## src/emmu_pkg.sv

```systemverilog
package emmu_pkg;

   // mesh packet and address widths
   localparam int pkt_w     = 104;          // one mesh transaction
   localparam int addr_w    = 32;           // destination address
   localparam int data_w    = 32;           // config data bus
   localparam int hi_w      = 32;           // upper address out, 64-bit mode

   // translation table geometry
   localparam int table_w   = 48;           // entry width
   localparam int table_aw  = 12;           // 4096 entries
   localparam int lane_w    = 8;            // byte lanes
   localparam int lane_n    = table_w / lane_w;
   localparam int page_lsb  = 20;           // dst bits above this index the table
   localparam int page_w    = addr_w - page_lsb;   // entry bits that replace the page

   // config port decode
   localparam int mi_addr_w  = 15;
   localparam int mi_grp_bit = 2;           // 0 -> low lanes, 1 -> upper lanes
   localparam int mi_idx_lsb = mi_addr_w - table_aw;   // entry index is [14:3]
   localparam int lo_lanes   = data_w / lane_w;        // lanes 0..3
   localparam int hi_data_w  = table_w - data_w;       // data bits that feed lanes 4..5

   // lane masks per write group
   localparam logic [lane_n-1:0] lo_lane_mask = lane_n'((1 << lo_lanes) - 1);
   localparam logic [lane_n-1:0] hi_lane_mask = ~lo_lane_mask;

   // packet field positions, bit 0 upward
   localparam int write_pos    = 0;         // write flag
   localparam int datamode_lsb = 1;
   localparam int datamode_w   = 2;
   localparam int ctrlmode_lsb = datamode_lsb + datamode_w;
   localparam int ctrlmode_w   = 5;
   localparam int dst_lsb      = ctrlmode_lsb + ctrlmode_w;   // 8
   localparam int dst_msb      = dst_lsb + addr_w - 1;        // 39
   localparam int data_lsb     = dst_msb + 1;                 // 40
   localparam int data_msb     = data_lsb + data_w - 1;       // 71
   localparam int src_lsb      = data_msb + 1;                // 72
   localparam int src_msb      = src_lsb + addr_w - 1;        // 103, top of packet

endpackage

```

## src/mmu_table_if.sv

```systemverilog
`timescale 1ns/10ps

interface mmu_table_if;
   import emmu_pkg::*;

   // write side, wr_clk domain
   logic [lane_n-1:0]   wr_en;    // one per byte lane
   logic [table_aw-1:0] wr_addr;  // entry index
   logic [table_w-1:0]  wr_data;  // lanes taken from here

   // lookup side, rd_clk domain
   logic                rd_en;    // load rd_data on next edge
   logic [table_aw-1:0] rd_addr;  // page index from dst address
   logic [table_w-1:0]  rd_data;  // registered entry

   // translator drives requests, sees the entry
   modport controller (
      output wr_en, wr_addr, wr_data,
      output rd_en, rd_addr,
      input  rd_data
   );

   // table memory side
   modport memory (
      input  wr_en, wr_addr, wr_data,
      input  rd_en, rd_addr,
      output rd_data
   );

endinterface

```

## src/emmu.sv

```systemverilog
`timescale 1ns/10ps

module emmu (
   input  logic                          rd_clk,      // lookup and output stage
   input  logic                          wr_clk,      // config writes
   input  logic                          arst_n,
   input  logic                          mmu_en,      // static level
   input  logic                          mmu_bp,      // bypass, static level
   input  logic                          mi_en,
   input  logic                          mi_we,
   input  logic [emmu_pkg::mi_addr_w-1:0] mi_addr,
   input  logic [emmu_pkg::data_w-1:0]    mi_din,
   input  logic                          access_in,
   input  logic [emmu_pkg::pkt_w-1:0]     packet_in,
   input  logic                          rd_wait,
   input  logic                          wr_wait,
   output logic                          access_out,
   output logic [emmu_pkg::pkt_w-1:0]     packet_out,
   output logic [emmu_pkg::hi_w-1:0]      hi_out,
   mmu_table_if.controller               tbl
);
   import emmu_pkg::*;

   logic                wr_strobe;  // one config write
   logic [lane_n-1:0]   wr_mask;    // lanes of the selected group
   logic                stall;      // either wait level
   logic                take;       // packet accepted this edge
   logic [addr_w-1:0]   dst_in;     // dst field of incoming packet
   logic [pkt_w-1:0]    pkt_q;      // packet held for the splice
   logic [addr_w-1:0]   dst_q;
   logic [addr_w-1:0]   dst_out;    // translated dst field
   logic                xlate;      // translation active

   // config write decode, table writes on the strobe edge
   assign wr_strobe   = mi_en & mi_we;
   assign wr_mask     = mi_addr[mi_grp_bit] ? hi_lane_mask : lo_lane_mask;
   assign tbl.wr_en   = wr_strobe ? wr_mask : '0;
   assign tbl.wr_addr = mi_addr[mi_addr_w-1:mi_idx_lsb];   // entry index [14:3]
   assign tbl.wr_data = {mi_din[hi_data_w-1:0], mi_din};   // low half feeds lanes 4..5

   // lookup request
   assign dst_in      = packet_in[dst_msb:dst_lsb];
   assign stall       = rd_wait | wr_wait;
   assign take        = access_in & ~stall;
   assign tbl.rd_en   = take;                             // no read during stall
   assign tbl.rd_addr = dst_in[addr_w-1:page_lsb];        // page index [31:20]

   // output register, loads on the same edge as the table read
   always_ff @(posedge rd_clk or negedge arst_n)
   begin
      if (!arst_n)
      begin
         access_out <= 1'b0;
         pkt_q      <= '0;
      end
      else
      begin
         if (!stall)
            access_out <= access_in;   // idle cycles drop access
         if (take)
            pkt_q <= packet_in;        // stays paired with rd_data
      end
   end

   // address splice, combinational after the edge
   assign xlate = mmu_en & ~mmu_bp;
   assign dst_q = pkt_q[dst_msb:dst_lsb];

   always_comb
   begin
      if (xlate)
      begin
         dst_out = {tbl.rd_data[page_w-1:0], dst_q[page_lsb-1:0]};  // new page, same offset
         hi_out  = tbl.rd_data[page_w +: hi_w];                      // entry [43:12]
      end
      else
      begin
         dst_out = dst_q;    // pass through
         hi_out  = '0;
      end
   end

   // rebuild packet around the new dst field
   assign packet_out = {pkt_q[pkt_w-1:dst_msb+1], dst_out, pkt_q[dst_lsb-1:0]};

endmodule

```

## src/flat_wrapper.sv

```systemverilog
// flat-port wrapper written by rule: the top's interface ports become plain ports
module emmu_flat import emmu_pkg::*;
  (rd_clk, wr_clk, arst_n, mmu_en, mmu_bp, mi_en, mi_we, mi_addr, mi_din, access_in, packet_in, rd_wait, wr_wait, access_out, packet_out, hi_out, tbl_wr_en, tbl_wr_addr, tbl_wr_data, tbl_rd_en, tbl_rd_addr, tbl_rd_data);
  mmu_table_if tbl_i ();
  input  logic rd_clk;
  input  logic wr_clk;
  input  logic arst_n;
  input  logic mmu_en;
  input  logic mmu_bp;
  input  logic mi_en;
  input  logic mi_we;
  input  logic [emmu_pkg::mi_addr_w-1:0] mi_addr;
  input  logic [emmu_pkg::data_w-1:0] mi_din;
  input  logic access_in;
  input  logic [emmu_pkg::pkt_w-1:0] packet_in;
  input  logic rd_wait;
  input  logic wr_wait;
  output logic access_out;
  output logic [emmu_pkg::pkt_w-1:0] packet_out;
  output logic [emmu_pkg::hi_w-1:0] hi_out;
  output wire logic [$bits(tbl_i.wr_en)-1:0] tbl_wr_en;
  output wire logic [$bits(tbl_i.wr_addr)-1:0] tbl_wr_addr;
  output wire logic [$bits(tbl_i.wr_data)-1:0] tbl_wr_data;
  output wire logic [$bits(tbl_i.rd_en)-1:0] tbl_rd_en;
  output wire logic [$bits(tbl_i.rd_addr)-1:0] tbl_rd_addr;
  input wire logic [$bits(tbl_i.rd_data)-1:0] tbl_rd_data;
  assign tbl_wr_en = tbl_i.wr_en;
  assign tbl_wr_addr = tbl_i.wr_addr;
  assign tbl_wr_data = tbl_i.wr_data;
  assign tbl_rd_en = tbl_i.rd_en;
  assign tbl_rd_addr = tbl_i.rd_addr;
  assign tbl_i.rd_data = tbl_rd_data;
  emmu u_core (.rd_clk(rd_clk), .wr_clk(wr_clk), .arst_n(arst_n), .mmu_en(mmu_en), .mmu_bp(mmu_bp), .mi_en(mi_en), .mi_we(mi_we), .mi_addr(mi_addr), .mi_din(mi_din), .access_in(access_in), .packet_in(packet_in), .rd_wait(rd_wait), .wr_wait(wr_wait), .access_out(access_out), .packet_out(packet_out), .hi_out(hi_out), .tbl(tbl_i));
endmodule
```

## config.mk

```make
export PLATFORM = sky130hd
export DESIGN_NAME = emmu_flat
export DESIGN_NICKNAME = d
export VERILOG_FILES = /design/src/emmu_pkg.sv /design/src/mmu_table_if.sv /design/src/emmu.sv /design/src/flat_wrapper.sv
export SDC_FILE = /design/constraint.sdc
export NUM_CORES = 1
export LEC_CHECK = 0
export ABC_AREA = 1
export BUFFER_PORTS_ARGS = -buffer_cell sky130_fd_sc_hd__buf_4
export CORE_AREA = 2 2 167 169
export CTS_CLUSTER_SIZE = 16
export DETAILED_ROUTE_END_ITERATION = 8
export DIE_AREA = 0 0 169 171
export GPL_TIMING_DRIVEN = 0
export PLACE_DENSITY = 0.56
export SYNTH_ARGS = -nofsm -noshare
export SYNTH_HDL_FRONTEND = slang
export SYNTH_SLANG_ARGS = --single-unit
```

## constraint.sdc

```tcl
create_clock -name rd_clk -period 0.9 [get_ports rd_clk]
set_clock_uncertainty 0.05 [all_clocks]
set_input_delay 0.135 -clock rd_clk [delete_from_list [all_inputs] [get_ports rd_clk]]
set_output_delay 0.135 -clock rd_clk [all_outputs]
set_load 0.01 [all_outputs]
```

---- After elaboration in Yosys (flattened, before gate mapping) ----
Cells that the tools add are included.
Widths: inputs -> output; s select.
storage, ports and cells
  bits in latches ......................... 0
  input bits .............................. 209
  memories kept ........................... 0
  RAM bits ................................ 0
  ROM bits ................................ 0
  output and inout bits ................... 216
  bits in registers ....................... 105
cells by class
  $add $sub $neg .......................... 0
  eq/ne operators ......................... 0
  reductions and logical operators ........ 0
  shifts and indexed selects .............. 0
  div/mod/pow operators ................... 0
  multiplexer cells ....................... 4
  bitwise operators ....................... 6
  $mul .................................... 0
  magnitude comparators ................... 0
operator list
  cell         count
  $mux 32      2
  $mux 6       2
  $and 1x1->1  3
  $not 1->1    2
  $or 1x1->1   1

---- Longest topological paths before layout ----
Gate-level depths: netlist of run 1.
  word-level depth ........................ 3
  gate-level depth with buffers ........... 6

---- Least setup slack after synthesis of run 1 ----
Ideal clock, no wire load.
  kind .................................... in2out
  from .................................... input port access_in
  to ...................................... output port tbl_rd_en
  data required time ...................... 0.715 ns
  slack ................................... -0.097 ns
  path buffers ............................ 3
  stages on the path ...................... 5
  arrival time ............................ 0.812 ns
  path through ............................ buf_2 -> nand2_2 -> buf_2 -> buf_2 -> inv_1
between the ends
  word-level cells in the longest chain between the ends .. 1
RTL lines
  element      RTL line            source
  from (decl)  flat_wrapper.sv:14  input logic access_in;
  $and 1x1->1  emmu.sv:44          assign take = access_in & ~stall;
  to (decl)    flat_wrapper.sv:24  output wire logic [$bits(tbl_i.rd_en)-1:0] tbl_rd_en;
No other way between the ends.

---- Worst setup path after layout of run 1 ----
  from .................................... register u_core.pkt_q[34]
  to ...................................... output port packet_out[34] (netlist name)
between the ends
  word-level cells in the longest chain between the ends .. 1
RTL lines
  element                 RTL line            source
  from (decl)             emmu.sv:29          logic [pkt_w-1:0] pkt_q;
  from (signal assigned)  emmu.sv:61          pkt_q <= packet_in;
  $mux 32                 emmu.sv:71          if (xlate)
  to (decl)               flat_wrapper.sv:19  output logic [emmu_pkg::pkt_w-1:0] packet_out;
No other way between the ends.

==> metrics, run 1 <==
outcome=complete, but fails checks; failing checks=negative hold slack, negative setup slack; hold buffer count at CTS=105; CP top delay family=flip-flops; most frequent CP cell=nand2_2; DIE WIDTH=169 um; CP Capture Type=output pin; Int Power=11.6 mW; pwr/cell area=1370 nW/um^2; grt ovf=0; Clock Sinks=105; multiplexer share of the synthesized area=0; core footprint=27300 sq um; Critical-path top delay cell=dfrtp_1; CTS buffer count=9; total track usage=0.160; DR vias=6518; Data required, critical path=710 ps; Synth Warn #=0; dpl cells=1455; compound-gate portion of the synthesized area=0.000862; commonest non-fill, non-tap cell in the layout=buf_4; Final Instance Area=12400 sq um; Finished Layout Cells=1591; die span in y=171 um; Final ANT Viol Nets=0; Worst IR Drop VDD=0.000977 V; setup_tns=-26360 ps; Area growth, synth to finish=113%; cell area after placement=9080 sq um; Skew-Pair Late Insertion Delay=350 ps; Hold WC Path Type=input port to asynchronous set/reset pin; Area contributors post-synth=dfrtp_1, buf_4, nand2_1, nand3_1, inv_1; CP Max Fanout=2; Least-Margin Pin Slew=480 ps; clock-pin slew on the worst setup and hold paths=80 ps; Data arrival, critical path=1050 ps; Hold WS=-376 ps; synthesized area=5810 sq um; global-route wire length before repair=36000 um; mean area per synthesized cell=7.89 sq um; sequential fraction of the synthesis area=0.452; Combinational Power Share=0.399; Net Sw Power=5.35 mW; fin crit share=1.37; NumNets Final=1448; PnR worst setup slack=-332 ps; Clock Tree Buf Depth=2; Flop pwr share=0.357; # IOs=425; RSZ-0062 raised after global routing=yes; GP Congestion=0.793; Vias/cell=4.10; Max Freq=0.812 GHz; Yosys cell types=12; Slew Limit Headroom=0.680; Root Buffer=clkbuf_16; path type of the worst setup path=register to output pin; pre-CTS setup slack=-632 ps; #FFs+latches synth=105; R2R depth=4; Buffers & Inverters on Critical Path=1; first-pass detailed-route iteration total=4; Critical Path Start Type=register; max_cap viols=0; adder and majority gate portion of the synthesized area=0; cell depth of the worst setup path=3; final setup violating endpoints=184; post-synth top area cell=dfrtp_1; Critical Path, Cell by Cell=nand2_2, nand2_2, buf_6; initial antenna violation count=1; post-DR wirelength/cell=15.5 um; end-of-flow core utilization=0.454; initial DRC count=255; largest net degree at the start of global routing=71; CTS H-Tree Depth=3; number of global-route vias before repair=6671; Hold Fails Final Rpt=39; row cnt=61; part of the power in the clock network=0.245; post-synth top area share=0.452; DP HPWL=16200 um; XOR/XNOR share of the synthesized area=0; starting density of the core=0.213; post-synth net total=945; most frequent cells in the layout=buf_4, nand2_1, buf_6, dlygate4sd3_1, dfrtp_1; Synth Area in Simple Gates=0.277; Port Buffers=372; layout cells sized above 1=0.592; Pwr Total=17.0 mW; DRT Wirelength=24600 um; critical path's largest stage delay=400 ps; die area=28900 sq um; Tmin final=1230 ps; DR DRC count=0; combinational family with the most area after synthesis=simple AND/OR/NAND/NOR gates; Lkg Pwr=6.44 nW; switch share=0.315; cells after synthesis=736; CTS tree=done; max-slew violations=0
[area by class of cell]
class | count | area (sq um)
fill | 2576 | 14900
timing repair buffer | 566 | 5370
sequential | 105 | 2630
multi-input combinational | 389 | 2330
buffer | 133 | 1190
tap | 346 | 433
clock buffer | 10 | 239
inverter | 35 | 149
clock inverter | 6 | 60.1
antenna | 1 | 2.50
[worst reg2reg max path, cell delays in order (launching register included)]
cell     delay, ps
dfrtp_1        400
buf_4          140
buf_4          120
nand2_1         60
nand2_1         50
[metal layers]
metal,global-route usage,up-vias,part of all wire
met3,0.0303,38,0.060
met2,0.308,278,0.54
met4,0.0498,0,0.022
li1,-,3122,-
met1,0.177,3080,0.38
met5,0,-,0
[worst paths after layout]
kind / from / end / slack [ps]
min in group rd_clk: packet_in[7] / u_core.pkt_q[7]$_DFFE_PN0P_ / -10
worst min-delay path: arst_n / u_core.pkt_q[62]$_DFFE_PN0P_ / -380
worst max register to register: u_core.pkt_q[54]$_DFFE_PN0P_ / u_core.pkt_q[54]$_DFFE_PN0P_ / -20
max in group asynchronous: arst_n / u_core.pkt_q[100]$_DFFE_PN0P_ / 450
worst min register to register: u_core.pkt_q[36]$_DFFE_PN0P_ / u_core.pkt_q[36]$_DFFE_PN0P_ / 430
worst max-delay path: u_core.pkt_q[34]$_DFFE_PN0P_ / packet_out[34] / -330
[state kept, by name, summed over array words and instances, names as in the netlist]
register / flops
u_core.pkt_q: 104
u_core.access_out: 1
[cell families after synthesis]
group,Yosys count
AND/OR/NAND/NOR,387
buffers and inverters,243
AO/OA/AOI/OAI,1
flip-flops,105
[cells in the mapped netlist]
cell type / n
buf_1: 4
nor2_4: 1
dfrtp_1: 105
nand2_2: 1
inv_1: 35
buf_4: 168
nor2_1: 34
nand3_1: 116
buf_2: 20
clkbuf_1: 16
o21ai_0: 1
nand2_1: 235
[power groups by stage]
stage | logic [mW] | registers (mW) | clock network [mW]
final | 6.76 | 6.05 | 4.15
after global placement | 5.19 | 5.94 | 0
after CTS | 6.60 | 6.04 | 4.35
after floorplan | 2.66 | 5.85 | 0
after detailed placement | 5.25 | 5.96 | 0
after global routing | 7.26 | 6.13 | 4.49
[timing repair]
action / CTS / global route
hold endpoints to repair: 139 / 35
cloned: 13 / 3
buffers inserted: 47 / 42
pin swaps: 70 / 44
gates resized for setup: 332 / 130
setup endpoints to repair: 242 / 242
(Power assumes the default switching activity.)
==> inputs of run 2 (changes only) <==
Settings changed: BUFFER_PORTS_ARGS -buffer_cell sky130_fd_sc_hd__buf_4 to not set, CORE_AREA 2 2 167 169 to 2 2 164 166, CTS_CLUSTER_DIAMETER set to 50, DIE_AREA 0 0 169 171 to 0 0 166 168, DONT_BUFFER_PORTS set to 1, PLACE_DENSITY 0.56 to 0.42.
==> run 2 against run 1 <==
The flow still finishes with violations (negative hold slack, negative setup slack). Maximum frequency up 12%. Total power down 13%. Sequential share of layout area up 9.1 points. Critical path depth down 2. Utilization down 12 points. Sequential cell count unchanged. Setup slack better by 130 ps. Largest power group is now sequential cells.
==> metrics, run 2 (same netlist as run 1, synthesis figures left out) <==
outcome=complete, but fails checks; failing checks=negative hold slack, negative setup slack; clock-pin slew on the worst setup and hold paths=80 ps; Critical Path Start Type=register; Final ANT Viol Nets=0; final setup violating endpoints=108; R2R depth=4; RSZ-0062 raised after global routing=yes; critical path's largest stage delay=420 ps; Slew Limit Headroom=0.690; DP HPWL=14100 um; PnR worst setup slack=-203 ps; number of global-route vias before repair=5245; CTS buffer count=9; Pwr Total=14.7 mW; Clock Sinks=105; DIE WIDTH=166 um; Data arrival, critical path=920 ps; layout filler cell count=2771; Hold Fails Final Rpt=105; post-DR wirelength/cell=15.5 um; Final Instance Area=8670 sq um; grt ovf=0; Vias/cell=4.09; Tmin final=1100 ps; Finished Layout Cells=1263; row cnt=60; cell depth of the worst setup path=1; DR DRC count=0; Hold WC Path Type=input port to asynchronous set/reset pin; starting density of the core=0.220; setup_tns=-17370 ps; Hold WS=-592 ps; hold buffer count at CTS=106; largest net degree at the start of global routing=106; max reg flops=104; initial DRC count=200; commonest non-fill, non-tap cell in the layout=nand2_1; max-slew violations=0; # IOs=425; path type of the worst setup path=register to output pin; CTS H-Tree Depth=3; Clock Tree Buf Depth=2; Critical-path top delay cell=dfrtp_1; NumNets Final=1126; Buffers & Inverters on Critical Path=1; Root Buffer=clkbuf_16; CTS tree=done; CP top delay family=flip-flops; Area growth, synth to finish=49.3%; dpl cells=1077; core footprint=26400 sq um; Max Freq=0.907 GHz; pwr/cell area=1690 nW/um^2; Least-Margin Pin Slew=466 ps; Top reg by flops=u_core.pkt_q; total track usage=0.133; fin crit share=1.23; DR vias=5160; Skew-Pair Late Insertion Delay=350 ps; cell area after placement=6250 sq um; CP Capture Type=output pin; die area=27900 sq um; initial antenna violation count=1; max_cap viols=0; Critical Path, Cell by Cell=buf_6; DRT Wirelength=19500 um; CP Max Fanout=2; global-route wire length before repair=28900 um; first-pass detailed-route iteration total=4; Port Buffers=0; Worst IR Drop VDD=0.000686 V; layout cells sized above 1=0.372; Top Registers=u_core.pkt_q (104), u_core.access_out (1); GP Congestion=0.707; Lkg Pwr=4.56 nW; die span in y=168 um; most frequent cells in the layout=nand2_1, buf_4, nand3_1, dlygate4sd3_1, dfrtp_1; Data required, critical path=710 ps
[run 2: layout make-up]
| cell class | instances | area (sq um) | share of cell area |
|---|---|---|---|
| antenna | 1 | 2.50 | 0.000289 |
| buffer | 206 | 1860 | 0.214 |
| clock buffer | 10 | 239 | 0.0276 |
| clock inverter | 5 | 48.8 | 0.00563 |
| inverter | 35 | 140 | 0.0162 |
| multi-input combinational | 388 | 1780 | 0.205 |
| sequential | 105 | 2630 | 0.303 |
| tap | 341 | 427 | 0.0492 |
| timing repair buffer | 172 | 1560 | 0.179 |
[run 2: timing repair]
item	CTS	global route
gates resized for setup	152	36
endpoints found under the hold margin	210	105
pin swaps	10	7
setup buffers	32	36
setup endpoints to repair	234	133
[run 2: power by group]
| part | internal (mW) | switching [mW] |
|---|---|---|
| Sequential | 5.47 | 0.549 |
| Clock | 2.00 | 2.03 |
| Combinational | 2.68 | 1.96 |
| Total | 10.1 | 4.53 |
[run 2: path summary, 6_finish.rpt]
| kind | startpoint | to | slack (ps) |
|---|---|---|---|
| min in group rd_clk | rd_wait | u_core.pkt_q[20]$_DFFE_PN0P_ | 80 |
| setup reg to reg | u_core.pkt_q[99]$_DFFE_PN0P_ | u_core.pkt_q[99]$_DFFE_PN0P_ | 0 |
| hold reg to reg | u_core.pkt_q[37]$_DFFE_PN0P_ | u_core.pkt_q[37]$_DFFE_PN0P_ | 430 |
| setup / recovery | u_core.pkt_q[43]$_DFFE_PN0P_ | packet_out[43] | -200 |
| max in group asynchronous | arst_n | u_core.pkt_q[33]$_DFFE_PN0P_ | 1220 |
| hold / removal | arst_n | u_core.pkt_q[58]$_DFFE_PN0P_ | -590 |
[run 2: routing by layer]
layer / wire length (um) / track usage
met5: 0 / 0
met3: 1080 / 0.0223
met4: 561 / 0.0537
met2: 10600 / 0.255
met1: 7330 / 0.145
[run 2: per-stage QoR]
step                worst slack (ps)   util
floorplan                      -29.0      -
global placement                -609  0.237
detailed placement              -567  0.237
CTS                             -239  0.316
global route                    -253  0.329
finish                          -203  0.329
